File: src/sgd_defines.svh
//##########################################################################
// SGD accelerator build parameters
// lane count, beat framing and datapath widths shared by all blocks
//##########################################################################

`ifndef SGD_DEFINES_SVH
`define SGD_DEFINES_SVH

// features and weights carried per beat
`define SGD_LANES 4

// beats per sample, at least 2
`define SGD_BEATS 4

// features, weights, label and learning rate
`define SGD_IN_W 8

// partial sum, error and updated weights
// all arithmetic wraps at this width
`define SGD_ACC_W 24

// arithmetic right shift on mu * err * x
`define SGD_SHIFT 8

`endif

File: src/sgd_pkg.sv
//##########################################################################
// SGD accelerator types
// scalar words, the per-beat payload and the per-beat result vector
//##########################################################################

`include "sgd_defines.svh"

package sgd_pkg;

    // one input word: feature, weight, label or mu
    typedef logic signed [`SGD_IN_W-1:0] in_word_t;

    // accumulator-width word
    typedef logic signed [`SGD_ACC_W-1:0] acc_word_t;

    // one beat of a sample, lane i sits at index i
    typedef struct packed {
        in_word_t [`SGD_LANES-1:0] feat;
        in_word_t [`SGD_LANES-1:0] wgt;
    } beat_t;

    // updated weights of one beat
    typedef acc_word_t [`SGD_LANES-1:0] result_t;

endpackage

File: src/sgd_controller.sv
//##########################################################################
// SGD beat controller
// frames each sample and marks its first and last beats
//##########################################################################

`timescale 1ns/100ps

`include "sgd_defines.svh"

module sgd_controller (
    input  logic clk,
    input  logic rst,
    input  logic start,
    output logic first,
    output logic last,
    output logic busy
);

    localparam int CNT_W = $clog2(`SGD_BEATS);

    // index of the beat in the current cycle, valid while active
    logic [CNT_W-1:0] beat_cnt;
    logic             active;

    // a new sample may begin on the cycle right after a last beat
    assign first = start && !active;
    assign last  = active && (beat_cnt == CNT_W'(`SGD_BEATS - 1));
    assign busy  = active || first;

    always_ff @(posedge clk) begin
        if (rst) begin
            active   <= 1'b0;
            beat_cnt <= '0;
        end else if (first) begin
            // beat 0 is the start cycle itself
            active   <= 1'b1;
            beat_cnt <= CNT_W'(1);
        end else if (last) begin
            active   <= 1'b0;
            beat_cnt <= '0;
        end else if (active) begin
            beat_cnt <= beat_cnt + 1'b1;
        end
    end

    // beats of one sample must not be cut short by a new start
    start_only_when_idle: assert property (
        @(posedge clk) disable iff (rst)
        start |-> !active
    ) else $error("start seen while a sample is in progress");

endmodule

File: src/inner_product.sv
//##########################################################################
// SGD stage 1, inner product
// multiplies feature/weight pairs and accumulates them across the beats
//##########################################################################

`timescale 1ns/100ps

`include "sgd_defines.svh"

module inner_product (
    input  logic              clk,
    input  logic              rst,
    input  sgd_pkg::beat_t    beat,
    input  logic              first,
    output sgd_pkg::acc_word_t sum
);

    // partial sum of the beats seen so far
    sgd_pkg::acc_word_t psum_q;
    // lane products of the current beat
    sgd_pkg::acc_word_t beat_sum;

    always_comb begin
        beat_sum = '0;
        for (int i = 0; i < `SGD_LANES; i++) begin
            // signed operands, product extended to the accumulator width
            beat_sum = beat_sum + beat.feat[i] * beat.wgt[i];
        end
    end

    // a first beat starts the dot product over
    assign sum = (first ? sgd_pkg::acc_word_t'(0) : psum_q) + beat_sum;

    always_ff @(posedge clk) begin
        if (rst) begin
            psum_q <= '0;
        end else begin
            psum_q <= sum;
        end
    end

    psum_known: assert property (
        @(posedge clk) disable iff (rst)
        !$isunknown(psum_q)
    ) else $error("partial sum carries X");

endmodule

File: src/delay_line.sv
//##########################################################################
// fixed-depth delay line
// shift register of DEPTH stages for any packed payload
//##########################################################################

`timescale 1ns/100ps

module delay_line #(
    parameter type payload_t = logic,
    parameter int  DEPTH     = 1
) (
    input  logic     clk,
    input  logic     rst,
    input  payload_t din,
    output payload_t dout
);

    // stage 0 takes din, the last stage drives dout
    payload_t stage_q [DEPTH];

    always_ff @(posedge clk) begin
        if (rst) begin
            for (int i = 0; i < DEPTH; i++) begin
                stage_q[i] <= '0;
            end
        end else begin
            stage_q[0] <= din;
            for (int i = 1; i < DEPTH; i++) begin
                stage_q[i] <= stage_q[i-1];
            end
        end
    end

    assign dout = stage_q[DEPTH-1];

endmodule

File: src/error_term.sv
//##########################################################################
// SGD stage 2, error term
// prediction minus label, latched on the last beat of each sample
//##########################################################################

`timescale 1ns/100ps

module error_term (
    input  logic               clk,
    input  logic               rst,
    input  sgd_pkg::acc_word_t sum,
    input  sgd_pkg::in_word_t  label,
    input  logic               last,
    output sgd_pkg::acc_word_t err
);

    // gradient factor of the squared loss, label sign-extended
    sgd_pkg::acc_word_t err_next;

    assign err_next = sum - sgd_pkg::acc_word_t'(label);

    // held for all the update beats of the sample
    always_ff @(posedge clk) begin
        if (rst) begin
            err <= '0;
        end else if (last) begin
            err <= err_next;
        end
    end

endmodule

File: src/weight_update.sv
//##########################################################################
// SGD stage 3, weight update
// w - ((mu * err * x) >>> shift) for every lane of the delayed beat
//##########################################################################

`timescale 1ns/100ps

`include "sgd_defines.svh"

module weight_update (
    input  sgd_pkg::beat_t     beat,
    input  sgd_pkg::acc_word_t err,
    input  sgd_pkg::in_word_t  mu,
    output sgd_pkg::result_t   result
);

    // wide enough to hold mu * err * x without loss
    localparam int PROD_W = 2 * `SGD_IN_W + `SGD_ACC_W;

    for (genvar i = 0; i < `SGD_LANES; i++) begin : g_lane
        logic signed [PROD_W-1:0] prod;
        logic signed [PROD_W-1:0] scaled;
        sgd_pkg::acc_word_t       step;

        // all operands signed, so each is sign-extended to PROD_W
        assign prod   = mu * err * beat.feat[i];
        assign scaled = prod >>> `SGD_SHIFT;

        // truncate to the accumulator width, the subtraction wraps
        assign step      = sgd_pkg::acc_word_t'(scaled);
        assign result[i] = sgd_pkg::acc_word_t'(beat.wgt[i]) - step;
    end

endmodule

File: src/sgd_accelerator.sv
//##########################################################################
// SGD accelerator top
// three-stage pipeline training a linear model one sample at a time
//##########################################################################

`timescale 1ns/100ps

`include "sgd_defines.svh"

module sgd_accelerator (
    input  logic               clk,
    input  logic               rst,
    input  logic               start,
    input  sgd_pkg::beat_t     beat,
    input  sgd_pkg::in_word_t  label,
    input  sgd_pkg::in_word_t  mu,
    output sgd_pkg::result_t   weights_out,
    output logic               out_valid
);

    logic               first;
    logic               last;
    logic               busy;
    logic               busy_d;
    sgd_pkg::acc_word_t sum;
    sgd_pkg::acc_word_t err;
    sgd_pkg::in_word_t  label_d;
    sgd_pkg::beat_t     beat_d;
    sgd_pkg::result_t   result;

    sgd_controller u_ctrl (
        .clk   (clk),
        .rst   (rst),
        .start (start),
        .first (first),
        .last  (last),
        .busy  (busy)
    );

    // stage 1
    inner_product u_ip (
        .clk   (clk),
        .rst   (rst),
        .beat  (beat),
        .first (first),
        .sum   (sum)
    );

    // label sampled on the first beat, needed on the last
    delay_line #(
        .payload_t (sgd_pkg::in_word_t),
        .DEPTH     (`SGD_BEATS - 1)
    ) u_label_dly (
        .clk  (clk),
        .rst  (rst),
        .din  (label),
        .dout (label_d)
    );

    // stage 2
    error_term u_err (
        .clk   (clk),
        .rst   (rst),
        .sum   (sum),
        .label (label_d),
        .last  (last),
        .err   (err)
    );

    // beats replay once err for their sample is ready
    delay_line #(
        .payload_t (sgd_pkg::beat_t),
        .DEPTH     (`SGD_BEATS)
    ) u_beat_dly (
        .clk  (clk),
        .rst  (rst),
        .din  (beat),
        .dout (beat_d)
    );

    // valid travels alongside the replayed beats
    delay_line #(
        .payload_t (logic),
        .DEPTH     (`SGD_BEATS)
    ) u_valid_dly (
        .clk  (clk),
        .rst  (rst),
        .din  (busy),
        .dout (busy_d)
    );

    // stage 3
    weight_update u_upd (
        .beat   (beat_d),
        .err    (err),
        .mu     (mu),
        .result (result)
    );

    always_ff @(posedge clk) begin
        if (rst) begin
            weights_out <= '0;
            out_valid   <= 1'b0;
        end else begin
            weights_out <= result;
            out_valid   <= busy_d;
        end
    end

    // each sample yields a full run of results at fixed latency
    sample_output_run: assert property (
        @(posedge clk) disable iff (rst)
        first |-> ##(`SGD_BEATS + 1) out_valid [*`SGD_BEATS]
    ) else $error("result run of a sample is late or short");

endmodule

File: config.mk
export PLATFORM = sky130hd
export DESIGN_NAME = sgd_accelerator
export DESIGN_NICKNAME = d
export VERILOG_FILES = /design/src/sgd_pkg.sv /design/src/sgd_controller.sv /design/src/inner_product.sv /design/src/delay_line.sv /design/src/error_term.sv /design/src/weight_update.sv /design/src/sgd_accelerator.sv
export VERILOG_INCLUDE_DIRS = /design/src
export SDC_FILE = /design/constraint.sdc
export NUM_CORES = 2
export LEC_CHECK = 0
export ABC_CLOCK_PERIOD_IN_PS = 26600
export CAP_MARGIN = 40
export CORE_UTILIZATION = 59
export DETAILED_ROUTE_END_ITERATION = 10
export DONT_BUFFER_PORTS = 1
export PLACE_DENSITY = 0.83
export SLEW_MARGIN = 20
export SYNTH_ARGS = -nofsm -noshare
export SYNTH_HDL_FRONTEND = slang
export SYNTH_SLANG_ARGS = --single-unit
File: constraint.sdc
create_clock -name clk -period 26.6 [get_ports clk]
set_clock_uncertainty 0.15 [all_clocks]
set_input_delay 2.66 -clock clk [delete_from_list [all_inputs] [get_ports clk]]
set_output_delay 2.66 -clock clk [all_outputs]
set_load 0.02 [all_outputs]
# Word level (Yosys, flattened, before mapping)
# Memory sizes are Yosys's and may differ from the RTL's. A register that Yosys moved wholly into a read port is not among the register bits.
# Cells that the tools add are included.
# totals
latch_bits	0
ram_bits	284
word_cells	70
input_bits	83
n_memories	3
regBits	147
output_inout_bits	97
mem_bits_ro	0
# classes
add_sub_neg	10
n_div	0
n_reduce_logical	7
n_mul	9
magnitude_cmp	0
eq_ne	1
n_bitwise	11
shifts	0
mux	20
# mem_list
name	words	width	read_ports	rd_ports_with_merged_regs	wr	line	source
u_beat_dly.stage_q	4	64	4	0	4	delay_line.sv:19	payload_t stage_q [DEPTH];
u_label_dly.stage_q	3	8	3	0	3	delay_line.sv:19	
u_valid_dly.stage_q	4	1	4	1	4	delay_line.sv:19	
# ops
cell	n
$mux W64	4
$mul A32 B8 Y32	4
$add A24 B24 Y24	4
$sub A8 B24 Y24	4
$mul A8 B8 Y16	4
$mul A8 B24 Y32	1
$mux W24	1
$mux W8	3
$sub A24 B8 Y24	1
$mux W1	12
$or A1 B1 Y1	11
$reduce_bool A3 Y1	1
$reduce_or A3 Y1	1
$add A2 B1 Y2 const B	1
$eq A2 B2 Y1 const B	1
$logic_and A1 B1 Y1	2
$reduce_bool A2 Y1	1
$logic_not A1 Y1	1
$logic_or A1 B1 Y1	1

# Depth between registers and ports, before layout
# logic_depth
depth_word	6
mapped_depth	54
mapped_depth_nobuf	52

# By module
# A second synthesis with hierarchy kept.
# hier_totals
hier_cells	7020
hier_area_um2	63935.1
# modules_own_cells
mod	area_per_inst_um2	cells_each	n_inst	seq_area_each_um2
weight_update	38085.3	4524	1	0.0
inner_product	13101.3	1389	1	480.5
delay_line (u_beat_dly)	6864.1	540	1	5124.9
sgd_accelerator	2608.8	204	1	1941.9
error_term	2265.9	282	1	480.5
delay_line (u_label_dly)	753.2	58	1	480.5
sgd_controller	151.4	15	1	60.1
delay_line (u_valid_dly)	105.1	8	1	80.1

# Least setup slack after synthesis
# No wires, ideal clock.
# synth_path
kind	input port to flip-flop
startpoint	input mu[7]
endpoint	register weights_out[47] (netlist bit)
path_stages	50
path_buffers	2
slack_ps	12906
arrival_time_ps	13478
required_time_ps	26385
setup_time_ps	65
path_cell_list	clkinv_1 -> buf_1 -> fa_1 -> fa_1 -> inv_1 -> fa_1 -> inv_1 -> fa_1 -> inv_1 -> ha_1 -> o21ai_0 -> nor2_1 -> o21a_1 -> nor2_1 -> o21bai_1 -> a21oi_1 -> xnor2_1 -> clkbuf_1 -> [... 14 more ...] -> o21bai_1 -> a31oi_1 -> o21ai_0 -> a21boi_0 -> o21a_1 -> or2_2 -> ha_1 -> a21oi_1 -> nor2b_1 -> nor4_1 -> a21oi_1 -> and4_1 -> a2111oi_0 -> o21bai_1 -> a21oi_1 -> xnor2_1 -> xnor3_1 -> nor2_1
# synth_between
elab_chain_cells	3
# synth_rtl
element	line	source
start: declaration	sgd_accelerator.sv:16	input sgd_pkg::in_word_t mu,
$mul A8 B24 Y32	weight_update.sv:26	assign prod = mu * err * beat.feat[i];
$mul A32 B8 Y32	weight_update.sv:26	
$sub A8 B24 Y24	weight_update.sv:31	assign result[i] = sgd_pkg::acc_word_t'(beat.wgt[i]) - step;
end signal: assignment	sgd_accelerator.sv:105	weights_out <= result;
end: declaration	sgd_accelerator.sv:17	output sgd_pkg::result_t weights_out,
# No other way between the ends.
# A chain may end at the register's enable or synchronous reset.

# Final worst setup path
# Same ends and word-level chain as after synthesis.

==> results.cfg <==
[outcome]
status = complete, but fails checks
violations = DRC

[routing]
ant_nets = 0
finalWirelength_mm = 153
routedWlPerCell_um = 18.4
vias = 45593
wl_met2_mm = 72.7
met3_length_mm = 12.8
first_iter_violations = 2636
met1_length_mm = 59.3
drtPass1Iterations = 8
drc = 26
top_layer_used = met5
vias_per_cell = 5.47

[timing]
max_freq_mhz = 67.5
final_hold_viol_count = 0
fin_setup_tns_ns = 0
fin_crit_ns = 14.81
rsz0062_at_grt = false
maxSlewHeadroom_pct = 28.8
setup_viol = 0
layout_setup_ws_ns = 11.79
tightest_slew_ns = 1.07
finalMaxSlewViolations = 0
whs_ns = 0.224
fin_crit_sh_pct = 55.7

[clock_network]
cts-root-buf = clkbuf_16
holdBufCountCts = 0
cts_tree = done
clk_pin_slew_ns = 0.09
ctsResizeCount = 0
clkSinkCount = 432
cts_made_buffers = 49
htreeDepth = 2
clockBufferDepth = 3
clk_latency_ns = 0.73
cts_setup_buffers = 0

[placed_design]
gp_congestion = 0.967
place_ws_ns = 11.38
hpwlAfterDp_mm = 119
place_area_sq_um = 64800
portBuffers = 0

[worst_setup_path]
crit_path_start_kind = primary input
slowest_stage = a2111oi_0
crit_top_cell = fa_1
required_ns = 27.02
cpPeakStageDelay_ns = 0.84
worst_ep_arrival_time_ns = 15.23
end_kind = register
crit_type = primary input to register
reg2reg_slack_ns = 13.73
path_max_fanout = 32

[logic_synthesis]
yosys.area.top_type_share_pct = 33.8
ys_warn_count = 0
netlist_area_sq_um = 63100
synth_top_family_by_area = adder cells
syn_inst = 7023
synth_ff_type = dfxtp_1
synthMuxAreaShare_pct = 0.0317
synth_seq_area_share_pct = 13.7
synthSimpleGateAreaFrac_pct = 19.7
synth_adder_area_share_pct = 45.1
synth.distinct_cells = 68
ys_ff_latch = 432
synth_area_leaders = fa_1 (34%), dfxtp_1 (14%), ha_1 (11%)
synth_compound_area_share_pct = 6.21
ys_async_sr_fraction_pct = 0
syn_nets = 8743
avgSynthCellArea_sq_um = 8.99
yosys.area.top_type = fa_1
synth_edf_count = 0
synth-xor-area-share_pct = 4.86

[floorplan]
initial_core_util_pct = 59.7
die_x_um = 329
rows = 119
num_io_pins = 180
die_area_sq_um = 108000
core-area_sq_um = 106000
die_y_um = 329

[cells_and_area]
num-nets-final = 8617
layout-drive-gt1-share_pct = 3.07
area_growth_pct = 5.65
final_cell_area_sq_um = 66700

[grt]
grt_overflow = 0
grt_pass1_vias = 49764
grt_max_degree = 433
grt_pass1_wl_mm = 253
antenna_found_initial = 6
grt.total_usage_pct = 29.5

[flow_run]
maxCapViolations = 0

[min_path]
worstHoldPathType = register to register
## logic make-up (layout without fill, tap and decap cells)
group / count (synthesis) / count (layout)
XOR/XNOR: 338 / 338
adder cells (fa/ha/maj): 1637 / 1637
multiplexers: 2 / 2
buffers and inverters: 1748 / 1663
other: 0 / 3
flip-flops: 432 / 432
AND/OR/NAND/NOR: 2262 / 2262
AO/OA/AOI/OAI: 604 / 604
## synth_stat cells (45+ instances only)
library cell / count
nand2_1: 333
clkbuf_1: 242
inv_1: 1496
o21ai_0: 95
dfxtp_1: 432
fa_1: 1064
and2_1: 915
nor2b_1: 373
xnor2_1: 224
xor2_1: 106
ha_1: 573
nor2_1: 336
o21a_1: 55
and3_1: 63
nand2b_1: 92
a21oi_1: 191
a21o_1: 80
nor3_1: 47
o21bai_1: 45
## per-layer routing
| metal | track usage, % | vias to the layer above |
|---|---|---|
| li1 | - | 20798 |
| met1 | 35.8 | 22635 |
| met2 | 49.6 | 1737 |
| met3 | 5.97 | 419 |
| met4 | 15.4 | 4 |
| met5 | 0 | - |
## layout by cell type (no fill, tap or decap), types with 8 or more instances in the layout
cell        netlist  routed
nand2_1         333     333
and3_1           63      63
buf_4             0      53
a31oi_1          15      15
o21a_1           55      55
a21o_1           80      80
fa_1           1064    1064
nand4_1          10      10
nand3_1          31      31
inv_1          1496    1496
clkbuf_16         0      50
nor2b_1         373     373
o31ai_1           8       8
ha_1            573     573
xnor2_1         224     212
or3_1            15      15
clkbuf_8          0       9
or2_2            20      20
buf_8             0      10
xnor2_2           1       9
dfxtp_1         432     432
nor2_1          336     334
o31a_1           14      14
clkinvlp_4        0      14
o21bai_1         45      45
o211ai_1         10      10
nand2b_1         92      92
nor3_1           47      47
a21oi_1         191     191
a211o_1           8       8
a211oi_1         19      19
o21ai_0          95      95
xor2_1          106     101
and2_1          915     915
## final timing paths
check | to | from | cells after the start
max | weights_out[47] | mu[7] | 49
min | u_beat_dly.stage_q[3][21] | u_beat_dly.stage_q[2][21] | 1
max reg2reg | weights_out[47] | u_err.err[5] | 49
min reg2reg | u_beat_dly.stage_q[3][21] | u_beat_dly.stage_q[2][21] | 1
## flip-flops by register name, indices dropped and copies added (netlist names)
name	count
u_err.err	24
weights_out	96
u_ctrl.beat_cnt	2
u_beat_dly.stage_q	256
out_valid	1
u_label_dly.stage_q	24
u_valid_dly.stage_q	4
u_ctrl.active	1
u_ip.psum_q	24
## cell type report
class                   instances  area, sq um
diodes                          3         7.51
clock buffers                  60         1380
clock inverters                32          455
fillers                      8297        39000
inverters                    1501         5630
multi-input cells            4843        48100
flip-flops and latches        432         8650
well taps                    1391         1740
repair buffers                 70          684
## per-stage QoR
step	utilization, %	std cells
floorplan	-	7023
global placement	61.0	8219
detailed placement	61.3	8237
CTS	63.1	8329
global route	63.1	8329
finish	63.1	8332
## critical path, delay by kind of cell
family	cells	cell delay (ns)
fa+ha+maj	11	5.19
xor+xnor	3	0.67
buf+inv	8	1.14
simple gates	9	1.62
compound gates	18	3.92
Power is left out: the tool's default activity adds up to more than one toggle a clock period on the data nets, which glitch-free logic cannot reach.
